**src/include/ccu_settings.svh**
```systemverilog
`ifndef CCU_SETTINGS_SVH
`define CCU_SETTINGS_SVH

// full address as seen on the snoop and response streams.
`define CCU_ADDR_WIDTH 32

// lowest line bit, 64 byte lines.
`define CCU_LINE_BASE 6

// compared slice of the address.
`define CCU_LINE_WIDTH 10

// response ports and outstanding entries per fifo.
`define CCU_NUM_PORTS 2
`define CCU_RESP_DEPTH 4
`define CCU_SNOOP_DEPTH 4

`endif

```
**src/source/ccu_pkg.sv**
```systemverilog
`default_nettype none

`include "ccu_settings.svh"

package ccu_pkg;

    typedef logic [`CCU_ADDR_WIDTH-1:0] addr_t;

    // the part of an address that identifies a cache line.
    typedef logic [`CCU_LINE_WIDTH-1:0] line_addr_t;

    typedef struct packed {
        addr_t addr;
        logic  last;  // final beat of the burst.
    } resp_beat_t;

    // one line address per response port.
    typedef line_addr_t [`CCU_NUM_PORTS-1:0] line_vec_t;

endpackage

`default_nettype wire

```
**src/source/addr_lookup_fifo.sv**
```systemverilog
`timescale 1ns/100ps
`default_nettype none

module addr_lookup_fifo import ccu_pkg::*; #(
    parameter int unsigned depth        = 4,
    parameter int unsigned lookup_ports = 1
) (
    input  logic                              clk_i,
    input  logic                              rst_ni,
    input  logic                              push_i,
    input  logic                              pop_i,
    input  line_addr_t                        data_i,
    output logic                              full_o,
    input  line_addr_t [lookup_ports-1:0]     lookup_i,
    output logic       [lookup_ports-1:0]     match_o
);

    localparam int unsigned ptr_w = (depth > 1) ? $clog2(depth) : 1;
    localparam int unsigned cnt_w = $clog2(depth + 1);

    line_addr_t [depth-1:0] mem_q;
    logic       [depth-1:0] valid_q;
    logic       [ptr_w-1:0] wr_ptr_q;
    logic       [ptr_w-1:0] rd_ptr_q;
    logic       [cnt_w-1:0] count_q;
    logic                   do_push;
    logic                   do_pop;

    function automatic logic [ptr_w-1:0] next_ptr(input logic [ptr_w-1:0] ptr);
        return (ptr == ptr_w'(depth - 1)) ? '0 : ptr + 1'b1;
    endfunction

    assign full_o  = (count_q == cnt_w'(depth));
    assign do_push = push_i && !full_o;
    assign do_pop  = pop_i && (count_q != '0);  // pop on empty is ignored.

    always_ff @(posedge clk_i or negedge rst_ni) begin
        if (!rst_ni) begin
            wr_ptr_q <= '0;
            rd_ptr_q <= '0;
            count_q  <= '0;
            valid_q  <= '0;
        end else begin
            if (do_push) begin
                wr_ptr_q          <= next_ptr(wr_ptr_q);
                valid_q[wr_ptr_q] <= 1'b1;
            end
            if (do_pop) begin
                rd_ptr_q          <= next_ptr(rd_ptr_q);
                valid_q[rd_ptr_q] <= 1'b0;
            end
            count_q <= count_q + cnt_w'(do_push) - cnt_w'(do_pop);
        end
    end

    always_ff @(posedge clk_i) begin
        if (do_push) begin
            mem_q[wr_ptr_q] <= data_i;
        end
    end

    // every lookup port sees every live entry.
    always_comb begin
        match_o = '0;
        for (int unsigned p = 0; p < lookup_ports; p++) begin
            for (int unsigned e = 0; e < depth; e++) begin
                if (valid_q[e] && (mem_q[e] == lookup_i[p])) begin
                    match_o[p] = 1'b1;
                end
            end
        end
    end

endmodule

`default_nettype wire

```
**src/source/ccu_conflict_manager.sv**
```systemverilog
`timescale 1ns/100ps
`default_nettype none

`include "ccu_settings.svh"

module ccu_conflict_manager import ccu_pkg::*; (
    input  logic                            clk_i,
    input  logic                            rst_ni,
    input  logic       [`CCU_NUM_PORTS-1:0] resp_valid_i,
    output logic       [`CCU_NUM_PORTS-1:0] resp_ready_o,
    input  resp_beat_t [`CCU_NUM_PORTS-1:0] resp_beat_i,
    output logic       [`CCU_NUM_PORTS-1:0] resp_valid_o,
    input  logic       [`CCU_NUM_PORTS-1:0] resp_ready_i,
    input  logic       [`CCU_NUM_PORTS-1:0] resp_ack_i,
    input  logic                            snoop_valid_i,
    output logic                            snoop_ready_o,
    input  addr_t                           snoop_addr_i,
    output logic                            snoop_valid_o,
    input  logic                            snoop_ready_i,
    input  logic                            snoop_clr_i
);

    line_addr_t                snoop_line;
    line_vec_t                 resp_line;
    logic [`CCU_NUM_PORTS-1:0] fork_valid;
    logic [`CCU_NUM_PORTS-1:0] fork_ready;
    logic [`CCU_NUM_PORTS-1:0] arb_snoop_valid;
    logic [`CCU_NUM_PORTS-1:0] arb_snoop_ready;
    logic [`CCU_NUM_PORTS-1:0] hold_conflict;
    logic [`CCU_NUM_PORTS-1:0] resp_match;   // port fifo holds the snoop line.
    logic [`CCU_NUM_PORTS-1:0] snoop_match;  // snoop fifo holds the port line.

    assign snoop_line = snoop_addr_i[`CCU_LINE_BASE +: `CCU_LINE_WIDTH];

    for (genvar i = 0; i < `CCU_NUM_PORTS; i++) begin : gen_port
        assign resp_line[i] = resp_beat_i[i].addr[`CCU_LINE_BASE +: `CCU_LINE_WIDTH];

        resp_port_arbiter i_resp_port_arbiter (
            .clk_i,
            .rst_ni,
            .resp_valid_i      (resp_valid_i[i]),
            .resp_beat_i       (resp_beat_i[i]),
            .resp_ready_o      (resp_ready_o[i]),
            .resp_valid_o      (resp_valid_o[i]),
            .resp_ready_i      (resp_ready_i[i]),
            .resp_ack_i        (resp_ack_i[i]),
            .snoop_line_i      (snoop_line),
            .fork_valid_i      (fork_valid[i]),
            .fork_ready_o      (fork_ready[i]),
            .arb_snoop_valid_o (arb_snoop_valid[i]),
            .arb_snoop_ready_i (arb_snoop_ready[i]),
            .hold_conflict_i   (hold_conflict[i]),
            .snoop_hit_i       (snoop_match[i]),
            .resp_match_o      (resp_match[i])
        );
    end

    snoop_conflict_unit i_snoop_conflict_unit (
        .clk_i,
        .rst_ni,
        .snoop_valid_i,
        .snoop_line_i      (snoop_line),
        .snoop_ready_o,
        .snoop_valid_o,
        .snoop_ready_i,
        .snoop_clr_i,
        .resp_line_i       (resp_line),
        .resp_pending_i    (resp_valid_i),
        .fork_valid_o      (fork_valid),
        .fork_ready_i      (fork_ready),
        .hold_conflict_o   (hold_conflict),
        .arb_snoop_valid_i (arb_snoop_valid),
        .arb_snoop_ready_o (arb_snoop_ready),
        .resp_match_i      (resp_match),
        .snoop_hit_o       (snoop_match)
    );

endmodule

`default_nettype wire

```
**src/source/resp_port_arbiter.sv**
```systemverilog
`timescale 1ns/100ps
`default_nettype none

`include "ccu_settings.svh"

module resp_port_arbiter import ccu_pkg::*; (
    input  logic       clk_i,
    input  logic       rst_ni,
    input  logic       resp_valid_i,
    input  resp_beat_t resp_beat_i,
    output logic       resp_ready_o,
    output logic       resp_valid_o,
    input  logic       resp_ready_i,
    input  logic       resp_ack_i,
    input  line_addr_t snoop_line_i,
    input  logic       fork_valid_i,
    output logic       fork_ready_o,
    output logic       arb_snoop_valid_o,
    input  logic       arb_snoop_ready_i,
    input  logic       hold_conflict_i,
    input  logic       snoop_hit_i,
    output logic       resp_match_o
);

    line_addr_t resp_line;
    logic       fifo_full;
    logic       fifo_push;
    logic       resp_block;
    logic       req_resp;
    logic       req_snoop;
    logic       sel;           // 1 selects the snoop.
    logic       sel_q;
    logic       rr_q;
    logic       arb_lock_q;
    logic       arb_valid;
    logic       arb_ready;
    logic       resp_xfer;
    logic       burst_lock_q;

    assign resp_line = resp_beat_i.addr[`CCU_LINE_BASE +: `CCU_LINE_WIDTH];

    // a new burst waits on a full fifo; a running one does not.
    assign resp_block = (fifo_full && !burst_lock_q) || hold_conflict_i;
    assign req_resp   = resp_valid_i && !resp_block;
    assign req_snoop  = fork_valid_i && !burst_lock_q;  // no snoop inside a burst.

    always_comb begin
        if (arb_lock_q) begin
            sel = sel_q;
        end else if (req_resp && req_snoop) begin
            sel = rr_q;
        end else begin
            sel = req_snoop;
        end
    end

    assign arb_valid = sel ? req_snoop : req_resp;
    assign arb_ready = sel ? arb_snoop_ready_i : (resp_ready_i && !snoop_hit_i);

    // responses to a line with an outstanding snoop stay hidden.
    assign resp_valid_o      = arb_valid && !sel && !snoop_hit_i;
    assign resp_ready_o      = !sel && arb_ready && !resp_block;
    assign arb_snoop_valid_o = arb_valid && sel;
    assign fork_ready_o      = arb_snoop_valid_o && arb_snoop_ready_i;

    assign resp_xfer = resp_valid_o && resp_ready_i;
    assign fifo_push = resp_xfer && !burst_lock_q;  // first beat only.

    always_ff @(posedge clk_i or negedge rst_ni) begin
        if (!rst_ni) begin
            sel_q        <= 1'b0;
            rr_q         <= 1'b0;
            arb_lock_q   <= 1'b0;
            burst_lock_q <= 1'b0;
        end else begin
            arb_lock_q <= arb_valid && !arb_ready;
            if (arb_valid && !arb_ready) begin
                sel_q <= sel;
            end
            if (arb_valid && arb_ready) begin
                rr_q <= !sel;  // the other side goes first next time.
            end
            if (resp_xfer) begin
                burst_lock_q <= !resp_beat_i.last;
            end
        end
    end

    addr_lookup_fifo #(
        .depth        (`CCU_RESP_DEPTH),
        .lookup_ports (1)
    ) i_resp_fifo (
        .clk_i,
        .rst_ni,
        .push_i   (fifo_push),
        .pop_i    (resp_ack_i),
        .data_i   (resp_line),
        .full_o   (fifo_full),
        .lookup_i (snoop_line_i),
        .match_o  (resp_match_o)
    );

endmodule

`default_nettype wire

```
**src/source/snoop_conflict_unit.sv**
```systemverilog
`timescale 1ns/100ps
`default_nettype none

`include "ccu_settings.svh"

module snoop_conflict_unit import ccu_pkg::*; (
    input  logic                      clk_i,
    input  logic                      rst_ni,
    input  logic                      snoop_valid_i,
    input  line_addr_t                snoop_line_i,
    output logic                      snoop_ready_o,
    output logic                      snoop_valid_o,
    input  logic                      snoop_ready_i,
    input  logic                      snoop_clr_i,
    input  line_vec_t                 resp_line_i,
    input  logic [`CCU_NUM_PORTS-1:0] resp_pending_i,
    output logic [`CCU_NUM_PORTS-1:0] fork_valid_o,
    input  logic [`CCU_NUM_PORTS-1:0] fork_ready_i,
    output logic [`CCU_NUM_PORTS-1:0] hold_conflict_o,
    input  logic [`CCU_NUM_PORTS-1:0] arb_snoop_valid_i,
    output logic [`CCU_NUM_PORTS-1:0] arb_snoop_ready_o,
    input  logic [`CCU_NUM_PORTS-1:0] resp_match_i,
    output logic [`CCU_NUM_PORTS-1:0] snoop_hit_o
);

    logic [`CCU_NUM_PORTS-1:0] addr_conflict;
    logic [`CCU_NUM_PORTS-1:0] sel;
    logic [`CCU_NUM_PORTS-1:0] sel_q;
    logic                      lock_q;
    logic                      fifo_full;
    logic                      snoop_valid_in;
    logic                      fork_active;
    logic                      fork_accept;
    logic                      joined;
    logic                      any_match;
    logic                      fire;

    // ports offering a response to the same line right now.
    always_comb begin
        for (int unsigned p = 0; p < `CCU_NUM_PORTS; p++) begin
            addr_conflict[p] = resp_pending_i[p] && (resp_line_i[p] == snoop_line_i);
        end
    end

    assign sel            = lock_q ? sel_q : addr_conflict;
    assign snoop_valid_in = snoop_valid_i && !fifo_full;

    // every conflicting port is granted by the same join transfer.
    assign fork_active  = lock_q || (snoop_valid_in && |addr_conflict);
    assign fork_valid_o = {`CCU_NUM_PORTS{fork_active}} & sel;
    assign fork_accept  = fork_active && &(~sel | fork_ready_i);

    // a late response to the same line waits behind the frozen snoop.
    assign hold_conflict_o = {`CCU_NUM_PORTS{lock_q}} & addr_conflict & ~sel_q;

    // join with the arbitrated ports, then filter on the response fifos.
    assign joined    = &(~sel | arb_snoop_valid_i);
    assign any_match = |resp_match_i;

    assign snoop_valid_o     = snoop_valid_in && joined && !any_match;
    assign snoop_ready_o     = !fifo_full && joined && !any_match && snoop_ready_i;
    assign fire              = snoop_valid_o && snoop_ready_i;
    assign arb_snoop_ready_o = {`CCU_NUM_PORTS{fire}} & sel;

    always_ff @(posedge clk_i or negedge rst_ni) begin
        if (!rst_ni) begin
            lock_q <= 1'b0;
            sel_q  <= '0;
        end else begin
            if (!lock_q) begin
                if (fork_active && !fork_accept) begin
                    lock_q <= 1'b1;
                    sel_q  <= addr_conflict;  // freeze the selection.
                end
            end else if (fork_accept) begin
                lock_q <= 1'b0;
            end
        end
    end

    addr_lookup_fifo #(
        .depth        (`CCU_SNOOP_DEPTH),
        .lookup_ports (`CCU_NUM_PORTS)
    ) i_snoop_fifo (
        .clk_i,
        .rst_ni,
        .push_i   (fire),
        .pop_i    (snoop_clr_i),
        .data_i   (snoop_line_i),
        .full_o   (fifo_full),
        .lookup_i (resp_line_i),
        .match_o  (snoop_hit_o)
    );

endmodule

`default_nettype wire
```
**config.mk**
```make
export PLATFORM = sky130hd
export DESIGN_NAME = ccu_conflict_manager
export DESIGN_NICKNAME = d
export VERILOG_FILES = /design/src/source/ccu_pkg.sv /design/src/source/addr_lookup_fifo.sv /design/src/source/ccu_conflict_manager.sv /design/src/source/resp_port_arbiter.sv /design/src/source/snoop_conflict_unit.sv
export VERILOG_INCLUDE_DIRS = /design/src /design/src/include
export SDC_FILE = /design/constraint.sdc
export NUM_CORES = 1
export LEC_CHECK = 0
export ABC_AREA = 1
export ABC_CLOCK_PERIOD_IN_PS = 6800
export BUFFER_PORTS_ARGS = -buffer_cell sky130_fd_sc_hd__buf_2
export CAP_MARGIN = 20
export CORE_ASPECT_RATIO = 0.7
export CORE_MARGIN = 3
export CORE_UTILIZATION = 65
export CTS_BUF_LIST = sky130_fd_sc_hd__clkbuf_4 sky130_fd_sc_hd__clkbuf_8
export DETAILED_ROUTE_END_ITERATION = 10
export PLACE_DENSITY = 0.93
export SLEW_MARGIN = 20
export SYNTH_ARGS = -nofsm -noshare
export SYNTH_HDL_FRONTEND = slang
export SYNTH_SLANG_ARGS = --single-unit
```
**constraint.sdc**
```tcl
create_clock -name clk_i -period 6.8 [get_ports clk_i]
set_clock_uncertainty 0.05 [all_clocks]
set_input_delay 0.68 -clock clk_i [delete_from_list [all_inputs] [get_ports clk_i]]
set_output_delay 0.68 -clock clk_i [all_outputs]
set_load 0.01 [all_outputs]
```
==> out/metrics.cfg, run 1 <==
[run]
max-cap-violations = 0

[floorplan]
ios = 115
die_x_um = 145
core_area_mm2 = 0.0128
die_area_mm2 = 0.0150
die_h_um = 103
initial_core_util = 0.688
row_count = 34

[timing]
worst-slew-pin-transition_ns = 1.24
rsz0062_at_grt = no
max_freq_mhz = 257
fin_crit_ns = 3.90
setup-tns-final_ns = 0
setup_violations = 0
slew_headroom = 0.165
hold_violations = 0
slew_viol_final = 0
finalCritPeriodShare = 0.573

[critical_path]
critPathRequiredTime_ns = 6.83
crit_path_end_kind = flip-flop
worstSetupPathType = in2reg
worstPathArrival_ns = 3.92
crit_path_max_fanout = 14
crit_path_start_kind = input pin
ff2ff_path_depth = 12

[power_and_ir_drop]
power.static_leakage_uw = 0.00404
power.density_mw_per_mm2 = 283
vdd_drop_max_uv = 216

[yosys]
synthArstFlopShare = 0.268
syn_avg_cell_area_um2 = 9.68
synth_edf_count = 120
ys.flop_type = edfxtp_1
postSynthCellCount = 910
syn_area_mm2 = 0.00880
yosysSeqAreaShare = 0.534
syn_nets = 1052
yosysWarnings = 0
ys_ff_latch = 164
synth_cell_types = 49

[global_routing]
antenna_found_initial = 0
grt_pass1_wl_um = 34700
grt_max_degree = 45
grt_pass1_vias = 6527
grt_usage = 0.305
grt-ovfl-total = 0

[drt]
ant_nets = 0
drt-total-wl_um = 22300
vias = 6947
first_pass_iters = 6
vias_per_cell = 6.06
wl_per_cell_um = 19.4
drt_iter0_markers = 941
drc = 0

[placed_design]
dp_hpwl_um = 15700
place_inst = 1114
gp_congestion = 1.01
io_buffers = 48

[cts]
clkTransAtPathRegs_ns = 0.09
clk_path_buf_depth = 2
hold_buffers = 0
clock-root-buffer = clkbuf_8
htree_levels = 4
clk_latency_ns = 0.46
cts_buffers = 17
post_cts_buffers = 0
post_cts_resize_count = 0
cts_tree = built
clock_sinks = 164

[layout]
nFillCells = 878
nets = 1095
final_cell_mix = nand2_1, edfxtp_1, inv_1
finish.utilization = 0.741
synthToLayoutAreaGrowth_pct = 7.72
diodes = 0
fin_cells = 1146
drive_above_1_share = 0.134
final_common_cell = nand2_1

[run_status]
status = finished, final reports clean

[worst_hold_path]
hold_path.class = in2async

-- cell usage after synthesis, drive strengths merged (2+ instances only) --
cell,count,area share
a211oi,5,0.0043
nor4,6,0.0043
o31ai,3,0.0026
xnor2,31,0.032
nand3,37,0.022
nor3,23,0.014
a2111oi,2,0.0020
or2,19,0.013
fa,3,0.0068
nand2,184,0.079
edfxtp,120,0.41
o21ai,38,0.022
clkbuf,2,0.00099
o22ai,18,0.013
buf,22,0.016
nor3b,3,0.0026
dfrtp,44,0.13
clkinv,5,0.0021
o2111ai,11,0.011
inv,118,0.050
xor2,43,0.043
nor2,79,0.037
a22oi,4,0.0034
ha,30,0.043
a21oi,25,0.015
nand4,26,0.018
-- worst max-delay path, stage by stage --
cell	delay, ns
buf_2	0.26
inv_2	0.21
nand2_1	0.13
nand2_1	0.06
clkinv_1	0.04
nand2_1	0.06
nor2_1	0.24
nand2_1	0.15
nand2_1	0.10
nand4_1	0.17
a21oi_1	0.29
o21bai_2	0.14
nor2_4	0.11
nand3_2	0.30
nor2_1	0.96
-- worst paths after layout --
kind	from	to	slack, ns
worst max-delay path	snoop_addr_i[7]	i_snoop_conflict_unit.i_snoop_fifo.mem_q[37]	2.90
max in group asynchronous	rst_ni	async pin	5.77
worst min register to register	gen_port[1].i_resp_port_arbiter.rr_q	gen_port[1].i_resp_port_arbiter.rr_q	0.43
min in group clk_i	resp_beat_i[0]	gen_port[0].i_resp_port_arbiter.burst_lock_q	0.38
worst min-delay path	rst_ni	i_snoop_conflict_unit.i_snoop_fifo.count_q[2]	0.32
worst max register to register	i_snoop_conflict_unit.i_snoop_fifo.mem_q[8]	flip-flop	3.20
-- per-stage QoR --
step / power (uW) / setup slack (ns) / hold slack, ns / cell area [um2]
2_1_floorplan: 1820 / 3.47 / 0.334 / 8800
3_3_place_gp: 1970 / 2.68 / 0.406 / 9120
3_5_place_dp: 2020 / 2.57 / 0.410 / 9120
4_1_cts: 2670 / 2.97 / 0.354 / 9480
5_1_grt: 2830 / 2.69 / 0.385 / 9480
6_report: 2680 / 2.90 / 0.325 / 9480
-- metal layers --
metal  track usage  up-vias  share of wire
li1              -     3147              -
met1         0.425     3230           0.40
met2         0.470      508           0.43
met3        0.0910       60           0.14
met4        0.0956        2          0.024
met5        0.0250        -         0.0023
-- state kept, by name, indices dropped and copies added, names as in the netlist, named ones only --
| name | count |
|---|---|
| gen_port.i_resp_port_arbiter.arb_lock_q | 2 |
| gen_port.i_resp_port_arbiter.burst_lock_q | 2 |
| gen_port.i_resp_port_arbiter.i_resp_fifo.count_q | 6 |
| gen_port.i_resp_port_arbiter.i_resp_fifo.mem_q | 80 |
| gen_port.i_resp_port_arbiter.i_resp_fifo.rd_ptr_q | 4 |
| gen_port.i_resp_port_arbiter.i_resp_fifo.valid_q | 8 |
| gen_port.i_resp_port_arbiter.i_resp_fifo.wr_ptr_q | 4 |
| gen_port.i_resp_port_arbiter.rr_q | 2 |
| gen_port.i_resp_port_arbiter.sel_q | 2 |
| i_snoop_conflict_unit.i_snoop_fifo.count_q | 3 |
| i_snoop_conflict_unit.i_snoop_fifo.mem_q | 40 |
| i_snoop_conflict_unit.i_snoop_fifo.rd_ptr_q | 2 |
| i_snoop_conflict_unit.i_snoop_fifo.valid_q | 4 |
| i_snoop_conflict_unit.i_snoop_fifo.wr_ptr_q | 2 |
| i_snoop_conflict_unit.sel_q | 2 |
-- final cells by class --
class	count	area (um2)	share of cell area
Inverter	123	462	0.0487
Tap cell	180	225	0.0237
Clock buffer	20	256	0.0270
Multi-Input combinational cell	599	3490	0.368
Timing Repair Buffer	48	240	0.0253
Clock inverter	12	105	0.0111
Sequential cell	164	4700	0.496
-- where the power goes --
part | switching [uW] | total [uW] | internal (uW) | leakage (uW)
sequential | 111 | 1360 | 1250 | 0.00163
combinational | 418 | 651 | 233 | 0.00224
clock | 370 | 670 | 300 | 0.000173
total | 899 | 2680 | 1780 | 0.00404
-- cells by family (layout without fill, tap and decap cells) --
kind of cell             after synthesis  in the layout  synth area share
XOR/XNOR                              74             74            0.0745
AO/OA/AOI/OAI                        113            113            0.0793
AND/OR/NAND/NOR                      379            379             0.193
adder cells (fa/ha/maj)               33             33            0.0495
flip-flops                           164            164             0.534
buffers and inverters                147            203            0.0693
Power figures use the tool's default switching activity.
==> run 2: changes to the inputs <==
--- a/config.mk
+++ b/config.mk
@@ -7,15 +7,15 @@
 export NUM_CORES = 1
 export LEC_CHECK = 0
 export ABC_AREA = 1
-export ABC_CLOCK_PERIOD_IN_PS = 6800
+export ABC_CLOCK_PERIOD_IN_PS = 3680
 export BUFFER_PORTS_ARGS = -buffer_cell sky130_fd_sc_hd__buf_2
 export CAP_MARGIN = 20
 export CORE_ASPECT_RATIO = 0.7
 export CORE_MARGIN = 3
-export CORE_UTILIZATION = 65
+export CORE_UTILIZATION = 60
 export CTS_BUF_LIST = sky130_fd_sc_hd__clkbuf_4 sky130_fd_sc_hd__clkbuf_8
 export DETAILED_ROUTE_END_ITERATION = 10
-export PLACE_DENSITY = 0.93
+export PLACE_DENSITY = 0.87
 export SLEW_MARGIN = 20
 export SYNTH_ARGS = -nofsm -noshare
 export SYNTH_HDL_FRONTEND = slang
==> constraint.sdc (replaced) <==
create_clock -name clk_i -period 3.68 [get_ports clk_i]
set_clock_uncertainty 0.05 [all_clocks]
set_input_delay 0.368 -clock clk_i [delete_from_list [all_inputs] [get_ports clk_i]]
set_output_delay 0.368 -clock clk_i [all_outputs]
set_load 0.01 [all_outputs]
==> run 2 against run 1 <==
- global-route usage down 1.8 points
- sequential share of layout area down 1.1 points
- worst setup slack got worse by 2.5 ns
==> out/metrics.cfg, run 2 (synthesis gave the netlist of run 1 again) <==
[layout]
final_cell_mix = nand2_1, edfxtp_1, inv_1
diodes = 0  ; unchanged
reg_top3 = gen_port.i_resp_port_arbiter.i_resp_fifo.mem_q x80, i_snoop_conflict_unit.i_snoop_fifo.mem_q x40, gen_port.i_resp_port_arbiter.i_resp_fifo.valid_q x8
synthToLayoutAreaGrowth_pct = 10.2
final_common_cell = nand2_1
finish.utilization = 0.686  ; -0.0544
nets = 1120  ; +2.3%
largest_reg_flops = 80  ; unchanged
drive_above_1_share = 0.154  ; +0.0208
top_register = gen_port.i_resp_port_arbiter.i_resp_fifo.mem_q

[timing]
slew_headroom = 0.270  ; +0.106
setup-tns-final_ns = 0  ; unchanged
setup_violations = 0  ; unchanged
setup_ws_ns = 0.371  ; -2.53 ns
rsz0062_at_grt = no
slew_viol_final = 0  ; unchanged
hold_violations = 0  ; unchanged
hold_slack_ns = 0.0358  ; -0.289 ns
max_freq_mhz = 302
worst-slew-pin-transition_ns = 1.09  ; -0.147 ns
fin_crit_ns = 3.31
finalCritPeriodShare = 0.899

[critical_path]
worstSetupPathType = reg2reg
critPathRequiredTime_ns = 3.97  ; -2.86 ns
crit_path_end_kind = flip-flop
ff2ff_path_depth = 14  ; +2
crit_path_max_fanout = 3  ; -11
crit_path_start_kind = flip-flop
worstPathArrival_ns = 3.60  ; -0.32 ns

[cts]
clk_latency_ns = 0.48  ; +0.02 ns
clock-root-buffer = clkbuf_8
cts_tree = built
htree_levels = 4  ; unchanged
post_cts_buffers = 0  ; unchanged
clk_path_buf_depth = 2  ; unchanged
cts_buffers = 17  ; unchanged
clkTransAtPathRegs_ns = 0.09  ; about the same
clock_sinks = 164  ; unchanged

[run]
max-cap-violations = 0  ; unchanged

[floorplan]
die_x_um = 151  ; +3.9%
core_area_mm2 = 0.0141  ; +10%
ios = 115  ; unchanged
initial_core_util = 0.623  ; -0.0651
die_area_mm2 = 0.0162  ; +7.9%
die_h_um = 107  ; +3.8%
row_count = 36  ; +5.9%

[drt]
drt_iter0_markers = 777  ; -17%
wl_per_cell_um = 19.0  ; -2.4%
first_pass_iters = 5  ; -1
drc = 0  ; unchanged
vias_per_cell = 5.76  ; -5.0%
ant_nets = 0  ; unchanged
drt-total-wl_um = 22400  ; +0.56%
vias = 6802  ; -2.1%

[power_and_ir_drop]
power_frac_seq = 0.502  ; -0.005
p_int_uw = 3260  ; +83%
vdd_drop_max_uv = 365  ; +69%
power_frac_clock = 0.252  ; +0.002
power.density_mw_per_mm2 = 514  ; +82%
switching_share = 0.348  ; +0.0122
pwr-share-comb = 0.246  ; +0.003
switchingPower_uw = 1740  ; +93%
power.static_leakage_uw = 0.00417  ; +3.4%

[worst_hold_path]
hold_depth = 2
hold_path.class = in2reg

[global_routing]
grt-ovfl-total = 0  ; unchanged
grt_pass1_wl_um = 34700  ; about the same
grt_usage = 0.287  ; -0.0178
grt-busiest-layer = met1
antenna_found_initial = 0  ; unchanged
gr-usage-met3 = 0.0922  ; +0.00114
use_met1 = 0.425  ; about the same
use_met2 = 0.418  ; -0.0520
grt_max_degree = 45  ; unchanged
grt_pass1_vias = 6422  ; -1.6%

[placed_design]
dp_hpwl_um = 16300  ; +4.0%
io_buffers = 48  ; unchanged
place_ws_ns = 0.197  ; -2.38 ns
gp_congestion = 0.990  ; -1.6%

[run_status]
status = finished, final reports clean

## run 2: through the flow
step           cells  power, uW  cell area [um2]
2_1_floorplan    910       3360             8800
3_3_place_gp    1147       3660             9310
3_5_place_dp    1147       3760             9310
4_1_cts         1179       5000             9680
5_1_grt         1181       5290             9710
6_report        1181       4990             9710
## run 2: repair_timing
item / in CTS / in global routing
hold endpoints to repair: 0 / 13
endpoints found under the setup margin: 0 / 0
hold buffers: 0 / 1
resized for setup: 0 / 0
## run 2: cell type report
cell class / count / area, um2
clock buffers: 17 / 234
fillers: 1089 / 4440
inverters: 123 / 462
flip-flops and latches: 164 / 4700
clock inverters: 15 / 136
repair buffers: 73 / 443
multi-input cells: 599 / 3490
well taps: 190 / 238
## run 2: worst max-delay path, stage by stage (launching register included)
cell       delay, ns
edfxtp_1        0.42
inv_1           0.09
nor2_1          0.04
a2111oi_0       0.78
nand4_1         0.22
nand2_1         0.28
nor2_1          0.08
nand2_1         0.08
nor2_1          0.07
nand3_1         0.14
ha_1            0.14
inv_1           0.04
ha_1            0.19
fa_1            0.39
xor2_1          0.18
## run 2: power by group through the flow
stage,Sequential (uW),Combinational (uW),Clock [uW]
final,2510,1230,1260
after global routing,2540,1390,1350
after CTS,2500,1220,1270
after detailed placement,2550,1210,0
after global placement,2530,1140,0
after floorplan,2490,867,0
## run 2: per-layer routing
metal | wire length (um) | part of all wire
met1 | 9390 | 0.42
met2 | 9510 | 0.42
met3 | 3140 | 0.14
met4 | 351 | 0.016
met5 | 0 | 0
## run 2: path summary, 6_finish.rpt
| kind | from | end | slack [ns] |
|---|---|---|---|
| hold / removal | resp_beat_i[0] | gen_port[0].i_resp_port_arbiter.burst_lock_q | 0.04 |
| setup / recovery | i_snoop_conflict_unit.i_snoop_fifo.mem_q[39] | flip-flop | 0.37 |
| min in group asynchronous | rst_ni | i_snoop_conflict_unit.i_snoop_fifo.count_q[2] | 0.27 |
| hold reg to reg | gen_port[1].i_resp_port_arbiter.rr_q | gen_port[1].i_resp_port_arbiter.rr_q | 0.44 |
| setup reg to reg | i_snoop_conflict_unit.i_snoop_fifo.mem_q[39] | flip-flop | 0.37 |
| max in group asynchronous | rst_ni | async pin | 2.83 |
==> run 3: changes to the inputs <==
--- a/config.mk
+++ b/config.mk
@@ -16,6 +16,7 @@
 export CTS_BUF_LIST = sky130_fd_sc_hd__clkbuf_4 sky130_fd_sc_hd__clkbuf_8
 export DETAILED_ROUTE_END_ITERATION = 10
 export PLACE_DENSITY = 0.87
+export REMOVE_ABC_BUFFERS = 1
 export SLEW_MARGIN = 20
 export SYNTH_ARGS = -nofsm -noshare
 export SYNTH_HDL_FRONTEND = slang
==> constraint.sdc (replaced) <==
create_clock -name clk_i -period 3.68 [get_ports clk_i]
set_clock_uncertainty 0.05 [all_clocks]
set_input_delay 0.368 -clock clk_i [delete_from_list [all_inputs] [get_ports clk_i]]
set_output_delay 0.368 -clock clk_i [all_outputs]
set_load 0.05 [all_outputs]
==> run 3 against run 2 <==
- via count fell by 1.3%
- wire length is 3.9% lower
- flip-flop and latch count unchanged
- cell area about the same
- clock power increased by 10%
- die area unchanged
==> out/metrics.cfg, run 3 (synthesis gave the netlist of run 1 again) <==
[layout]
diodes = 0  ; unchanged
nets = 1117  ; -0.27%
synthToLayoutAreaGrowth_pct = 10.3  ; about the same
top_register = gen_port.i_resp_port_arbiter.i_resp_fifo.mem_q
reg_top3 = gen_port.i_resp_port_arbiter.i_resp_fifo.mem_q x80, i_snoop_conflict_unit.i_snoop_fifo.mem_q x40, gen_port.i_resp_port_arbiter.i_resp_fifo.valid_q x8
largest_reg_flops = 80  ; unchanged
fin_cells = 1178  ; -0.25%
final_common_cell = nand2_1
drive_above_1_share = 0.152  ; -0.00257
final_cell_mix = nand2_1, edfxtp_1, inv_1

[power_and_ir_drop]
power.density_mw_per_mm2 = 530  ; +3.1%
power.static_leakage_uw = 0.00419  ; +0.29%
vdd_drop_max_uv = 374  ; +2.5%

[timing]
setup-tns-final_ns = 0  ; unchanged
hold_violations = 0  ; unchanged
max_freq_mhz = 313  ; +3.6%
worst-slew-pin-transition_ns = 1.09  ; +0.00418 ns
rsz0062_at_grt = no
setup_violations = 0  ; unchanged
slew_viol_final = 0  ; unchanged
finalCritPeriodShare = 0.868  ; -0.0311
slew_headroom = 0.268  ; -0.00280
fin_crit_ns = 3.19  ; -0.114 ns

[cts]
post_cts_resize_count = 0  ; unchanged
cts_tree = built
clkTransAtPathRegs_ns = 0.09  ; about the same
cts_buffers = 17  ; unchanged
clock_sinks = 164  ; unchanged
hold_buffers = 0  ; unchanged
post_cts_buffers = 0  ; unchanged
clk_latency_ns = 0.47  ; about the same
clk_path_buf_depth = 2  ; unchanged
clock-root-buffer = clkbuf_8
htree_levels = 4  ; unchanged

[global_routing]
grt_pass1_vias = 6391  ; -0.48%
grt_usage = 0.279  ; -0.00863
grt-ovfl-total = 0  ; unchanged
antenna_found_initial = 0  ; unchanged
grt_max_degree = 45  ; unchanged
grt_pass1_wl_um = 33900  ; -2.2%

[drt]
vias_per_cell = 5.70  ; -1.1%
drt-total-wl_um = 21500  ; -3.9%
drt_iter0_markers = 744  ; -4.2%
vias = 6712  ; -1.3%
first_pass_iters = 6  ; +1
ant_nets = 0  ; unchanged
drc = 0  ; unchanged
wl_per_cell_um = 18.3  ; -3.6%

[floorplan]
die_h_um = 107  ; unchanged
initial_core_util = 0.623  ; unchanged
die_x_um = 151  ; unchanged
ios = 115  ; unchanged
row_count = 36  ; unchanged
die_area_mm2 = 0.0162  ; unchanged
core_area_mm2 = 0.0141  ; unchanged

[critical_path]
crit_path_end_kind = output pin
crit_path_start_kind = input pin
crit_path_max_fanout = 8  ; +5
worstSetupPathType = in2out
worstPathArrival_ns = 2.78  ; -0.82 ns
critPathRequiredTime_ns = 3.26  ; -0.71 ns

[run]
max-cap-violations = 0  ; unchanged

[placed_design]
place_inst = 1145  ; -0.17%
dp_hpwl_um = 15800  ; -3.0%
io_buffers = 48  ; unchanged
gp_congestion = 0.990  ; about the same

[run_status]
status = finished, final reports clean

[worst_hold_path]
hold_path.class = in2reg

[run 3: cell types whose count changed in the layout (fill, tap and decap cells not counted)]
| cell | delta |
|---|---|
| inv_6 | -1 |
| buf_12 | -1 |
| bufinv_16 | +3 |
| buf_2 | -1 |
| clkinvlp_4 | -2 |
| buf_4 | -1 |
| clkinv_2 | +4 |
| inv_8 | -4 |
[run 3: critical path, stage by stage]
cell and delay [ns]:
buf_2 0.20, inv_2 0.12, nand2_1 0.09, nand2_1 0.06
clkinv_1 0.05, nand2_1 0.04, nor2_1 0.28, nand2_1 0.17
nand2_1 0.08, nand4_1 0.16, o21ai_1 0.40, o21ai_0 0.18
nor4_1 0.24, buf_2 0.32
[run 3: final timing paths]
path | startpoint | to | slack [ns] | cells after the start
min in group asynchronous | rst_ni | async pin | 0.39 | 2
worst max register to register | i_snoop_conflict_unit.i_snoop_fifo.mem_q[6] | flip-flop | 0.52 | 13
worst max-delay path | resp_beat_i[10] | resp_valid_o[0] | 0.49 | 14
worst min register to register | gen_port[1].i_resp_port_arbiter.sel_q | gen_port[1].i_resp_port_arbiter.sel_q | 0.43 | 2
max in group asynchronous | rst_ni | async pin | 2.81 | 2
worst min-delay path | resp_beat_i[0] | gen_port[0].i_resp_port_arbiter.burst_lock_q | 0.03 | 2
[run 3: metal layers]
metal,wire [um],part of all wire,vias up,track usage
li1,-,-,3186,-
met1,9420,0.44,3135,0.415
met2,9150,0.42,359,0.402
met3,2670,0.12,32,0.0829
met4,292,0.014,0,0.0724
met5,0,0,-,0
[run 3: area by class of cell]
type,count,area [um2]
repair buffers,70,410
inverters,123,462
flip-flops and latches,164,4700
fillers,1075,4430
clock inverters,15,178
multi-input cells,599,3490
clock buffers,17,234
well taps,190,238
[run 3: power by group]
part | switching, uW | internal (uW) | total, uW
Sequential | 195 | 2300 | 2500
Clock | 710 | 680 | 1390
Combinational | 810 | 451 | 1260
[run 3: metrics by stage]
stage          utilization  setup slack, ns  hold WS (ns)  cell area (um2)  total power, uW
2_1_floorplan            -            0.297        0.0224             8660             3360
3_3_place_gp         0.657            0.364         0.409             9290             3700
3_5_place_dp         0.657            0.285         0.411             9290             3780
4_1_cts              0.686            0.564        0.0205             9700             5150
5_1_grt              0.687            0.330        0.0604             9720             5440
6_report             0.687            0.486        0.0320             9720             5150
